[src/logic/bridge_pkg.sv]
`default_nettype none

package bridge_pkg;

    typedef logic [31:0] addr_t;
    typedef logic [31:0] word_t;
    typedef logic [3:0]  strb_t;
    // log2 of the byte count
    typedef logic [1:0]  size_t;
    typedef logic [3:0]  axi_id_t;
    // 0 instruction, 1 data
    typedef logic        port_t;

    typedef struct packed {
        logic  wr;
        size_t size;
        addr_t addr;
        strb_t strb;
        word_t data;
    } slot_req_t;

    localparam int NUM_PORTS = 2;

    localparam logic [1:0] AXI_BURST_INCR = 2'b01;
    localparam logic [7:0] AXI_LEN_SINGLE = 8'd0;
    localparam logic [1:0] AXI_RESP_OKAY  = 2'b00;

endpackage

`default_nettype wire
[src/logic/sram_if.sv]
`timescale 1ns/10ps
`default_nettype none

interface sram_if
    import bridge_pkg::*;
();
    logic  req;
    logic  wr;
    size_t size;
    addr_t addr;
    strb_t wstrb;
    word_t wdata;
    logic  addr_ok;
    logic  data_ok;
    word_t rdata;

    modport master (
        output req, wr, size, addr, wstrb, wdata,
        input  addr_ok, data_ok, rdata
    );

    modport slave (
        input  req, wr, size, addr, wstrb, wdata,
        output addr_ok, data_ok, rdata
    );
endinterface

`default_nettype wire

[src/logic/sram_axi_bridge.sv]
`timescale 1ns/10ps
`default_nettype none

module sram_axi_bridge
    import bridge_pkg::*;
(
    input  logic        clk,
    input  logic        reset,

    input  logic        inst_sram_req,
    input  logic        inst_sram_wr,
    input  logic [1:0]  inst_sram_size,
    input  logic [31:0] inst_sram_addr,
    input  logic [3:0]  inst_sram_wstrb,
    input  logic [31:0] inst_sram_wdata,
    output logic        inst_sram_addr_ok,
    output logic        inst_sram_data_ok,
    output logic [31:0] inst_sram_rdata,

    input  logic        data_sram_req,
    input  logic        data_sram_wr,
    input  logic [1:0]  data_sram_size,
    input  logic [31:0] data_sram_addr,
    input  logic [3:0]  data_sram_wstrb,
    input  logic [31:0] data_sram_wdata,
    output logic        data_sram_addr_ok,
    output logic        data_sram_data_ok,
    output logic [31:0] data_sram_rdata,

    output logic [3:0]  arid,
    output logic [31:0] araddr,
    output logic [7:0]  arlen,
    output logic [2:0]  arsize,
    output logic [1:0]  arburst,
    output logic [1:0]  arlock,
    output logic [3:0]  arcache,
    output logic [2:0]  arprot,
    output logic        arvalid,
    input  logic        arready,

    input  logic [3:0]  rid,
    input  logic [31:0] rdata,
    input  logic        rvalid,
    output logic        rready,

    output logic [3:0]  awid,
    output logic [31:0] awaddr,
    output logic [7:0]  awlen,
    output logic [2:0]  awsize,
    output logic [1:0]  awburst,
    output logic [1:0]  awlock,
    output logic [3:0]  awcache,
    output logic [2:0]  awprot,
    output logic        awvalid,
    input  logic        awready,

    output logic [3:0]  wid,
    output logic [31:0] wdata,
    output logic [3:0]  wstrb,
    output logic        wlast,
    output logic        wvalid,
    input  logic        wready,

    input  logic [3:0]  bid,
    input  logic        bvalid,
    output logic        bready
);
    logic [NUM_PORTS-1:0] pending;
    logic [NUM_PORTS-1:0] rd_issue;
    logic [NUM_PORTS-1:0] wr_issue;
    logic [NUM_PORTS-1:0] rd_busy;
    logic [NUM_PORTS-1:0] rd_done;
    logic [NUM_PORTS-1:0] wr_done;
    slot_req_t            held [NUM_PORTS];
    word_t                rd_data;
    logic                 wr_busy;
    addr_t                wr_addr;

    sram_if inst_bus ();
    sram_if data_bus ();

    assign inst_bus.req       = inst_sram_req;
    assign inst_bus.wr        = inst_sram_wr;
    assign inst_bus.size      = inst_sram_size;
    assign inst_bus.addr      = inst_sram_addr;
    assign inst_bus.wstrb     = inst_sram_wstrb;
    assign inst_bus.wdata     = inst_sram_wdata;
    assign inst_sram_addr_ok  = inst_bus.addr_ok;
    assign inst_sram_data_ok  = inst_bus.data_ok;
    assign inst_sram_rdata    = inst_bus.rdata;

    assign data_bus.req       = data_sram_req;
    assign data_bus.wr        = data_sram_wr;
    assign data_bus.size      = data_sram_size;
    assign data_bus.addr      = data_sram_addr;
    assign data_bus.wstrb     = data_sram_wstrb;
    assign data_bus.wdata     = data_sram_wdata;
    assign data_sram_addr_ok  = data_bus.addr_ok;
    assign data_sram_data_ok  = data_bus.data_ok;
    assign data_sram_rdata    = data_bus.rdata;

    // single-beat, unlocked, normal access
    assign arlen   = AXI_LEN_SINGLE;
    assign arburst = AXI_BURST_INCR;
    assign arlock  = 2'b00;
    assign arcache = 4'b0000;
    assign arprot  = 3'b000;
    assign awlen   = AXI_LEN_SINGLE;
    assign awburst = AXI_BURST_INCR;
    assign awlock  = 2'b00;
    assign awcache = 4'b0000;
    assign awprot  = 3'b000;
    assign wid     = awid;
    assign wlast   = 1'b1;

    sram_port_slot inst_slot (
        .clk     (clk),
        .reset   (reset),
        .port    (inst_bus),
        .pending (pending[0]),
        .held    (held[0]),
        .issue   (rd_issue[0] | wr_issue[0]),
        .rd_done (rd_done[0]),
        .wr_done (wr_done[0]),
        .rd_data (rd_data)
    );

    sram_port_slot data_slot (
        .clk     (clk),
        .reset   (reset),
        .port    (data_bus),
        .pending (pending[1]),
        .held    (held[1]),
        .issue   (rd_issue[1] | wr_issue[1]),
        .rd_done (rd_done[1]),
        .wr_done (wr_done[1]),
        .rd_data (rd_data)
    );

    bridge_arbiter arbiter (
        .clk      (clk),
        .reset    (reset),
        .pending  (pending),
        .held     (held),
        .rd_busy  (rd_busy),
        .wr_busy  (wr_busy),
        .wr_addr  (wr_addr),
        .rd_issue (rd_issue),
        .wr_issue (wr_issue)
    );

    axi_read_channel read_channel (
        .clk     (clk),
        .reset   (reset),
        .issue   (rd_issue),
        .held    (held),
        .arid    (arid),
        .araddr  (araddr),
        .arsize  (arsize),
        .arvalid (arvalid),
        .arready (arready),
        .rid     (rid),
        .rdata   (rdata),
        .rvalid  (rvalid),
        .rready  (rready),
        .rd_busy (rd_busy),
        .rd_done (rd_done),
        .rd_data (rd_data)
    );

    axi_write_channel write_channel (
        .clk     (clk),
        .reset   (reset),
        .issue   (wr_issue),
        .held    (held),
        .awid    (awid),
        .awaddr  (awaddr),
        .awsize  (awsize),
        .awvalid (awvalid),
        .awready (awready),
        .wdata   (wdata),
        .wstrb   (wstrb),
        .wvalid  (wvalid),
        .wready  (wready),
        .bid     (bid),
        .bvalid  (bvalid),
        .bready  (bready),
        .wr_busy (wr_busy),
        .wr_addr (wr_addr),
        .wr_done (wr_done)
    );

endmodule

`default_nettype wire

[src/logic/axi_write_channel.sv]
`timescale 1ns/10ps
`default_nettype none

module axi_write_channel
    import bridge_pkg::*;
(
    input  logic                 clk,
    input  logic                 reset,
    input  logic [NUM_PORTS-1:0] issue,
    input  slot_req_t            held [NUM_PORTS],
    output axi_id_t              awid,
    output addr_t                awaddr,
    output logic [2:0]           awsize,
    output logic                 awvalid,
    input  logic                 awready,
    output word_t                wdata,
    output strb_t                wstrb,
    output logic                 wvalid,
    input  logic                 wready,
    input  axi_id_t              bid,
    input  logic                 bvalid,
    output logic                 bready,
    output logic                 wr_busy,
    output addr_t                wr_addr,
    output logic [NUM_PORTS-1:0] wr_done
);
    logic  busy;
    port_t aw_port;
    logic  b_fire;
    logic  aw_left;
    logic  w_left;

    assign b_fire  = bvalid && bready;
    assign aw_left = awvalid && !awready;
    assign w_left  = wvalid && !wready;
    assign awid    = axi_id_t'(aw_port);
    assign wr_busy = busy;
    assign wr_addr = awaddr;

    always_comb begin
        wr_done = '0;
        if (b_fire) begin
            wr_done[aw_port] = 1'b1;
        end
    end

    always_ff @(posedge clk) begin
        if (reset) begin
            busy    <= 1'b0;
            awvalid <= 1'b0;
            wvalid  <= 1'b0;
            bready  <= 1'b0;
        end else if (|issue) begin
            busy    <= 1'b1;
            awvalid <= 1'b1;
            wvalid  <= 1'b1;
        end else begin
            if (awready) begin
                awvalid <= 1'b0;
            end
            if (wready) begin
                wvalid <= 1'b0;
            end
            // B is taken once both AW and W are through
            if (b_fire) begin
                busy   <= 1'b0;
                bready <= 1'b0;
            end else if (busy && !bready && !aw_left && !w_left) begin
                bready <= 1'b1;
            end
        end
    end

    always_ff @(posedge clk) begin
        for (int p = 0; p < NUM_PORTS; p++) begin
            if (issue[p]) begin
                awaddr  <= held[p].addr;
                awsize  <= {1'b0, held[p].size};
                wdata   <= held[p].data;
                wstrb   <= held[p].strb;
                aw_port <= port_t'(p);
            end
        end
    end

    a_wstrb_stable: assert property (
        @(posedge clk) disable iff (reset)
        w_left |=> $stable(wstrb)
    ) else $error("wstrb changed while W was waiting");

    a_bid_match: assert property (
        @(posedge clk) disable iff (reset)
        b_fire |-> bid == awid
    ) else $error("B response ID differs from the write in flight");

endmodule

`default_nettype wire

[src/logic/axi_read_channel.sv]
`timescale 1ns/10ps
`default_nettype none

module axi_read_channel
    import bridge_pkg::*;
(
    input  logic                 clk,
    input  logic                 reset,
    input  logic [NUM_PORTS-1:0] issue,
    input  slot_req_t            held [NUM_PORTS],
    output axi_id_t              arid,
    output addr_t                araddr,
    output logic [2:0]           arsize,
    output logic                 arvalid,
    input  logic                 arready,
    input  axi_id_t              rid,
    input  word_t                rdata,
    input  logic                 rvalid,
    output logic                 rready,
    output logic [NUM_PORTS-1:0] rd_busy,
    output logic [NUM_PORTS-1:0] rd_done,
    output word_t                rd_data
);
    logic [NUM_PORTS-1:0] outstanding;
    port_t                ar_port;
    logic                 r_fire;

    assign r_fire  = rvalid && rready;
    assign rready  = |outstanding;
    assign arid    = axi_id_t'(ar_port);
    assign rd_data = rdata;
    // a held AR blocks both ports
    assign rd_busy = outstanding | {NUM_PORTS{arvalid}};

    always_comb begin
        rd_done = '0;
        if (r_fire) begin
            rd_done[port_t'(rid)] = 1'b1;
        end
    end

    always_ff @(posedge clk) begin
        if (reset) begin
            arvalid     <= 1'b0;
            outstanding <= '0;
        end else begin
            if (|issue) begin
                arvalid <= 1'b1;
            end else if (arready) begin
                arvalid <= 1'b0;
            end
            outstanding <= (outstanding | issue) & ~rd_done;
        end
    end

    always_ff @(posedge clk) begin
        for (int p = 0; p < NUM_PORTS; p++) begin
            if (issue[p]) begin
                araddr  <= held[p].addr;
                arsize  <= {1'b0, held[p].size};
                ar_port <= port_t'(p);
            end
        end
    end

    a_rid_known: assert property (
        @(posedge clk) disable iff (reset)
        r_fire |-> (rid < NUM_PORTS) && outstanding[port_t'(rid)]
    ) else $error("R beat for an ID with no read outstanding");

endmodule

`default_nettype wire

[src/logic/bridge_arbiter.sv]
`timescale 1ns/10ps
`default_nettype none

module bridge_arbiter
    import bridge_pkg::*;
(
    input  logic                 clk,
    input  logic                 reset,
    input  logic [NUM_PORTS-1:0] pending,
    input  slot_req_t            held [NUM_PORTS],
    input  logic [NUM_PORTS-1:0] rd_busy,
    input  logic                 wr_busy,
    input  addr_t                wr_addr,
    output logic [NUM_PORTS-1:0] rd_issue,
    output logic [NUM_PORTS-1:0] wr_issue
);
    logic [NUM_PORTS-1:0] rd_want;
    logic [NUM_PORTS-1:0] wr_want;
    logic [NUM_PORTS-1:0] raw_block;
    addr_t                hold_addr;

    function automatic logic same_word(input addr_t a, input addr_t b);
        return a[31:2] == b[31:2];
    endfunction

    // higher port index wins the write grant
    always_comb begin
        wr_issue  = '0;
        hold_addr = wr_addr;
        for (int p = 0; p < NUM_PORTS; p++) begin
            wr_want[p] = pending[p] && held[p].wr && !wr_busy;
            if (wr_want[p]) begin
                wr_issue    = '0;
                wr_issue[p] = 1'b1;
                hold_addr   = held[p].addr;
            end
        end
    end

    // a read waits for any write to its word still short of B,
    // including one granted in this very cycle
    always_comb begin
        rd_issue = '0;
        for (int p = 0; p < NUM_PORTS; p++) begin
            raw_block[p] = (wr_busy || (|wr_issue)) && same_word(held[p].addr, hold_addr);
            rd_want[p]   = pending[p] && !held[p].wr && !rd_busy[p] && !raw_block[p];
            if (rd_want[p]) begin
                rd_issue    = '0;
                rd_issue[p] = 1'b1;
            end
        end
    end

    // a granted request is no longer offered at the next edge
    a_grant_once: assert property (
        @(posedge clk) disable iff (reset)
        (|(rd_issue | wr_issue)) |=> ((pending & $past(rd_issue | wr_issue)) == '0)
    ) else $error("port granted twice for one request");

endmodule

`default_nettype wire

[src/logic/sram_port_slot.sv]
`timescale 1ns/10ps
`default_nettype none

module sram_port_slot
    import bridge_pkg::*;
(
    input  logic      clk,
    input  logic      reset,
    sram_if.slave     port,
    output logic      pending,
    output slot_req_t held,
    input  logic      issue,
    input  logic      rd_done,
    input  logic      wr_done,
    input  word_t     rd_data
);
    logic  valid;
    logic  issued;
    logic  data_ok_q;
    word_t rdata_q;
    logic  take;

    // slot frees itself in the data_ok cycle
    assign port.addr_ok = port.req && (!valid || data_ok_q);
    assign port.data_ok = data_ok_q;
    assign port.rdata   = rdata_q;

    assign take    = port.addr_ok;
    assign pending = valid && !issued;

    always_ff @(posedge clk) begin
        if (reset) begin
            valid     <= 1'b0;
            issued    <= 1'b0;
            data_ok_q <= 1'b0;
        end else begin
            data_ok_q <= rd_done || wr_done;
            if (take) begin
                valid  <= 1'b1;
                issued <= 1'b0;
            end else begin
                if (data_ok_q) begin
                    valid <= 1'b0;
                end
                if (issue) begin
                    issued <= 1'b1;
                end
            end
        end
    end

    always_ff @(posedge clk) begin
        if (take) begin
            held.wr   <= port.wr;
            held.size <= port.size;
            held.addr <= port.addr;
            held.strb <= port.wstrb;
            held.data <= port.wdata;
        end
        // writes answer with zero
        if (rd_done || wr_done) begin
            rdata_q <= rd_done ? rd_data : '0;
        end
    end

    a_done_needs_request: assert property (
        @(posedge clk) disable iff (reset)
        (rd_done || wr_done) |-> (valid && issued && !data_ok_q)
    ) else $error("done pulse without an issued request");

endmodule

`default_nettype wire

[config.mk]
export PLATFORM = sky130hd
export DESIGN_NAME = sram_axi_bridge
export DESIGN_NICKNAME = d
export VERILOG_FILES = /design/src/logic/bridge_pkg.sv /design/src/logic/sram_if.sv /design/src/logic/sram_axi_bridge.sv /design/src/logic/axi_write_channel.sv /design/src/logic/axi_read_channel.sv /design/src/logic/bridge_arbiter.sv /design/src/logic/sram_port_slot.sv
export SDC_FILE = /design/constraint.sdc
export NUM_CORES = 1
export LEC_CHECK = 0
export BUFFER_PORTS_ARGS = -buffer_cell sky130_fd_sc_hd__buf_4
export CORE_ASPECT_RATIO = 0.9
export CORE_MARGIN = 3
export CORE_UTILIZATION = 40
export CTS_CLUSTER_DIAMETER = 200
export DETAILED_ROUTE_END_ITERATION = 7
export PLACE_DENSITY = 0.65
export SLEW_MARGIN = 10
export SYNTH_ARGS = -nofsm -noshare
export SYNTH_HDL_FRONTEND = slang
export SYNTH_SLANG_ARGS = --single-unit
[constraint.sdc]
create_clock -name clk -period 13.8 [get_ports clk]
set_clock_uncertainty 0.2 [all_clocks]
set_input_delay 0 -clock clk [delete_from_list [all_inputs] [get_ports clk]]
set_output_delay 0 -clock clk [all_outputs]
set_load 0.01 [all_outputs]
==> impl_metrics.py <==
metrics = {
    "status": {
        "status": "completed",
    },
    "place": {
        "dp_hpwl_mm": 27.40,
        "gp_congestion": 0.8898,
        "portBuffers": 363,
        "dp_slack_ns": 9.235,
        "placed_cells": 1775,
    },
    "routing": {
        "avgViaCountPerCell": 4.929,
        "firstDrtPassIters": 5,
        "drc_errors": 0,
        "drtIter0Drc": 785,
        "final_antenna_net_count": 0,
        "num_vias": 10460,
        "wl_mm": 43.93,
        "wl_per_cell_um": 20.70,
    },
    "flow_run": {
        "max_cap_violations": 0,
    },
    "clock_tree": {
        "cts.path.max_buffers": 3,
        "clkLatencyLatePin_ns": 0.52,
        "h-tree-depth": 2,
        "clk_pin_slew_worst_paths_ns": 0.06,
        "cts_tree": "yes",
        "clock-sinks": 325,
        "cts_made_buffers": 35,
        "clockRootBuffer": "clkbuf_16",
    },
    "sta": {
        "setup_ws_ns": 9.235,
        "finalSetupViolations": 0,
        "rsz0062_at_grt": "no",
        "setup-tns-final_ns": 0,
        "timing.fmax_ghz": 0.2190,
        "slew_violations": 0,
        "worstMarginPinSlew_ns": 1.189,
        "whs_ns": 0.005398,
        "finalHoldViolCount": 0,
        "fin_crit_sh": 0.3308,
        "min_period_ns": 4.565,
        "relSlewSlack": 0.2075,
    },
    "logic_synthesis": {
        "synth_mux_area_frac": 0.04699,
        "ys_seq_area_frac": 0.7021,
        "synth_flop_cell": "edfxtp_1",
        "synth_fa_ha_area_frac": 0,
        "synth-edff-count": 310,
        "syn_area_sq_um": 13690,
        "avgSynthCellArea_sq_um": 13.87,
        "yosys.area_share.simple": 0.1158,
        "synth-compound-area-share": 0.06061,
        "yosys_warnings": 0,
        "async_reset_ff_frac": 0,
        "yosys.cell_types.count": 63,
        "synth-xor-area-share": 0.01792,
        "synth-seq-cells": 325,
        "postSynthCellCount": 987,
        "synth_top_family_by_area": "simple AND/OR/NAND/NOR gates",
    },
    "floorplanning": {
        "die_h_um": 181.5,
        "pin_count": 421,
        "core_sq_um": 33340,
        "die_x_um": 201.0,
        "rows": 63,
        "die-area_sq_um": 36470,
        "start_util": 0.4104,
    },
    "power": {
        "netSwitchingPower_mw": 0.6217,
        "pwr-share-comb": 0.149,
        "finalPower_mw": 2.526,
        "p_leak_nw": 8.417,
        "p_int_mw": 1.904,
        "netSwitchingFraction": 0.2461,
        "vdd_drop_max_v": 0.0001083,
        "pwr-share-seq": 0.483,
        "clockPowerShare": 0.368,
        "pwr_density_cell_nw_per_um2": 122.3,
    },
    "global_route": {
        "grt_use_total": 0.2360,
        "grt_max_degree": 72,
        "grtUsageMet3": 0.06614,
        "use_met1": 0.3057,
        "top_usage_layer": "met2",
        "grt_pass1_wl_mm": 66.14,
        "antenna_found_initial": 4,
        "gr-total-overflow": 0,
        "grt_pass1_vias": 10910,
        "gr-usage-met2": 0.3914,
    },
    "setup_path": {
        "cp.arrival_ns": 4.60,
        "cp-start-kind": "flip-flop",
        "r2r_start": "write_channel.wr_busy",
        "critPathRequiredTime_ns": 13.84,
        "rrSetupSlack_ns": 9.23,
        "critPathCaptureType": "flip-flop",
        "r2r_end": "read_channel.araddr[9]",
        "ff2ff_path_depth": 10,
        "worst-path-max-fanout": 70,
        "criticalPathCategory": "flip-flop to flip-flop",
    },
    "cells_and_area": {
        "drive_gt1_frac": 0.2825,
        "fin_nets": 1830,
        "final_common_cell": "buf_4",
        "areaGrowthSynthToFinish_pct": 50.91,
        "fill_cells": 2472,
        "final_cell_mix": "373 x buf_4, 310 x edfxtp_1, 282 x dlygate4sd3_1, 180 x nand2_1, 68 x and2_1",
        "final_cells": 2122,
    },
    "hold_path": {
        "hold_path.class": "primary input to flip-flop",
        "hold_end": "read_channel.outstanding[0]",
        "hold_start": "rvalid",
        "whs_path_depth": 6,
    },
}
## routing by layer
metal  routed length, um  vias to the layer above
met3                3851                       84
met1               17760                     5093
met4                1191                        2
met2               21110                      500
li1                    -                     4780
met5                  13                        -
## worst max path at each step
stage	from	end	depth (start not counted)
floorplan	inst_slot.held[70]	read_channel.araddr[0]	9
global placement	write_channel.wr_busy	read_channel.araddr[7]	10
detailed placement	write_channel.wr_busy	read_channel.araddr[3]	10
CTS	write_channel.wr_busy	read_channel.araddr[9]	10
global route	write_channel.wr_busy	read_channel.araddr[9]	10
finish	write_channel.wr_busy	read_channel.araddr[9]	10
## through the flow
step / instance area (sq um) / utilization
6_report: 20650 / 0.6194
5_1_grt: 20650 / 0.6194
4_1_cts: 20640 / 0.6190
3_5_place_dp: 16700 / 0.5009
3_3_place_gp: 16700 / 0.5009
2_1_floorplan: 13870 / -
## critical path: stages, from the launching register on
cell and delay [ns]:
dfxtp_1 0.42, and4bb_4 0.69, nor2_1 0.15, clkinv_2 0.19, buf_4 0.75, o221a_2 0.36
o22ai_1 0.09, a2111o_1 0.40, nor2_1 0.29, o21ai_4 0.24, buf_4 0.35
## flip-flops by register name, indices dropped and copies added (netlist names), 2 cells and up
name and cells:
read_channel.araddr 32, read_channel.outstanding 2, read_channel.arsize 2, data_slot.port.rdata 32, write_channel.awaddr 32, write_channel.wdata 32
write_channel.awsize 2, inst_slot.held 71, data_slot.held 71, write_channel.wstrb 4, inst_slot.port.rdata 32
## power groups by stage
stage                     registers (mW)  logic [mW]  clock network (mW)
final                               1.22       0.375               0.931
after global routing                1.23       0.403               0.989
after CTS                           1.22       0.370               0.943
after detailed placement            1.24       0.305                   0
after global placement              1.24       0.303                   0
after floorplan                     1.24       0.142                   0
## cells by family after synthesis
kind of cell / Yosys count
and+or+nand+nor: 328
other: 2
buffers and inverters: 134
muxes: 55
xor gates and xnor gates: 28
DFF: 325
AOI/OAI and AO/OA: 115
## final cells by class
type / instances / area, sq um / area share
multi-input cells: 576 / 3555 / 0.1721
inverters: 46 / 173.9 / 0.008421
diodes: 3 / 7.507 / 0.0003635
flip-flops and latches: 325 / 9609 / 0.4653
clock inverters: 21 / 217.7 / 0.01054
repair buffers: 655 / 5623 / 0.2722
clock buffers: 41 / 898.4 / 0.04350
well taps: 455 / 569.3 / 0.02756
## cell usage after synthesis (3+ instances only)
| library cell | instances | area share |
|---|---|---|
| and2_1 | 70 | 0.032 |
| nor2b_1 | 15 | 0.0069 |
| mux2i_1 | 29 | 0.021 |
| o21ai_0 | 26 | 0.0095 |
| nand2_1 | 180 | 0.049 |
| nand3_1 | 3 | 0.0011 |
| nand2b_1 | 16 | 0.0073 |
| o2111ai_1 | 5 | 0.0032 |
| inv_1 | 45 | 0.012 |
| a222oi_1 | 6 | 0.0044 |
| a221oi_1 | 7 | 0.0045 |
| clkbuf_1 | 27 | 0.0074 |
| a21oi_1 | 14 | 0.0051 |
| o221ai_1 | 4 | 0.0026 |
| buf_4 | 54 | 0.030 |
| nor4_1 | 5 | 0.0023 |
| mux2_4 | 16 | 0.018 |
| a22o_1 | 3 | 0.0019 |
| o22ai_1 | 16 | 0.0073 |
| edfxtp_1 | 310 | 0.68 |
| mux2_2 | 10 | 0.0082 |
| nor2_1 | 14 | 0.0038 |
| dfxtp_1 | 15 | 0.022 |
| nor3_1 | 5 | 0.0018 |
| a2111oi_0 | 4 | 0.0026 |
| nand4_1 | 6 | 0.0027 |
| xnor2_1 | 17 | 0.011 |
| xor2_1 | 11 | 0.0070 |
| o221a_2 | 5 | 0.0041 |
## timing repair
action / CTS / global route
resized for setup: 0 / 0
endpoints found under the hold margin: 267 / 0
hold buffers: 282 / 0
buffers inserted: 0 / 0
Note: power is estimated with default switching activity, not from simulation.
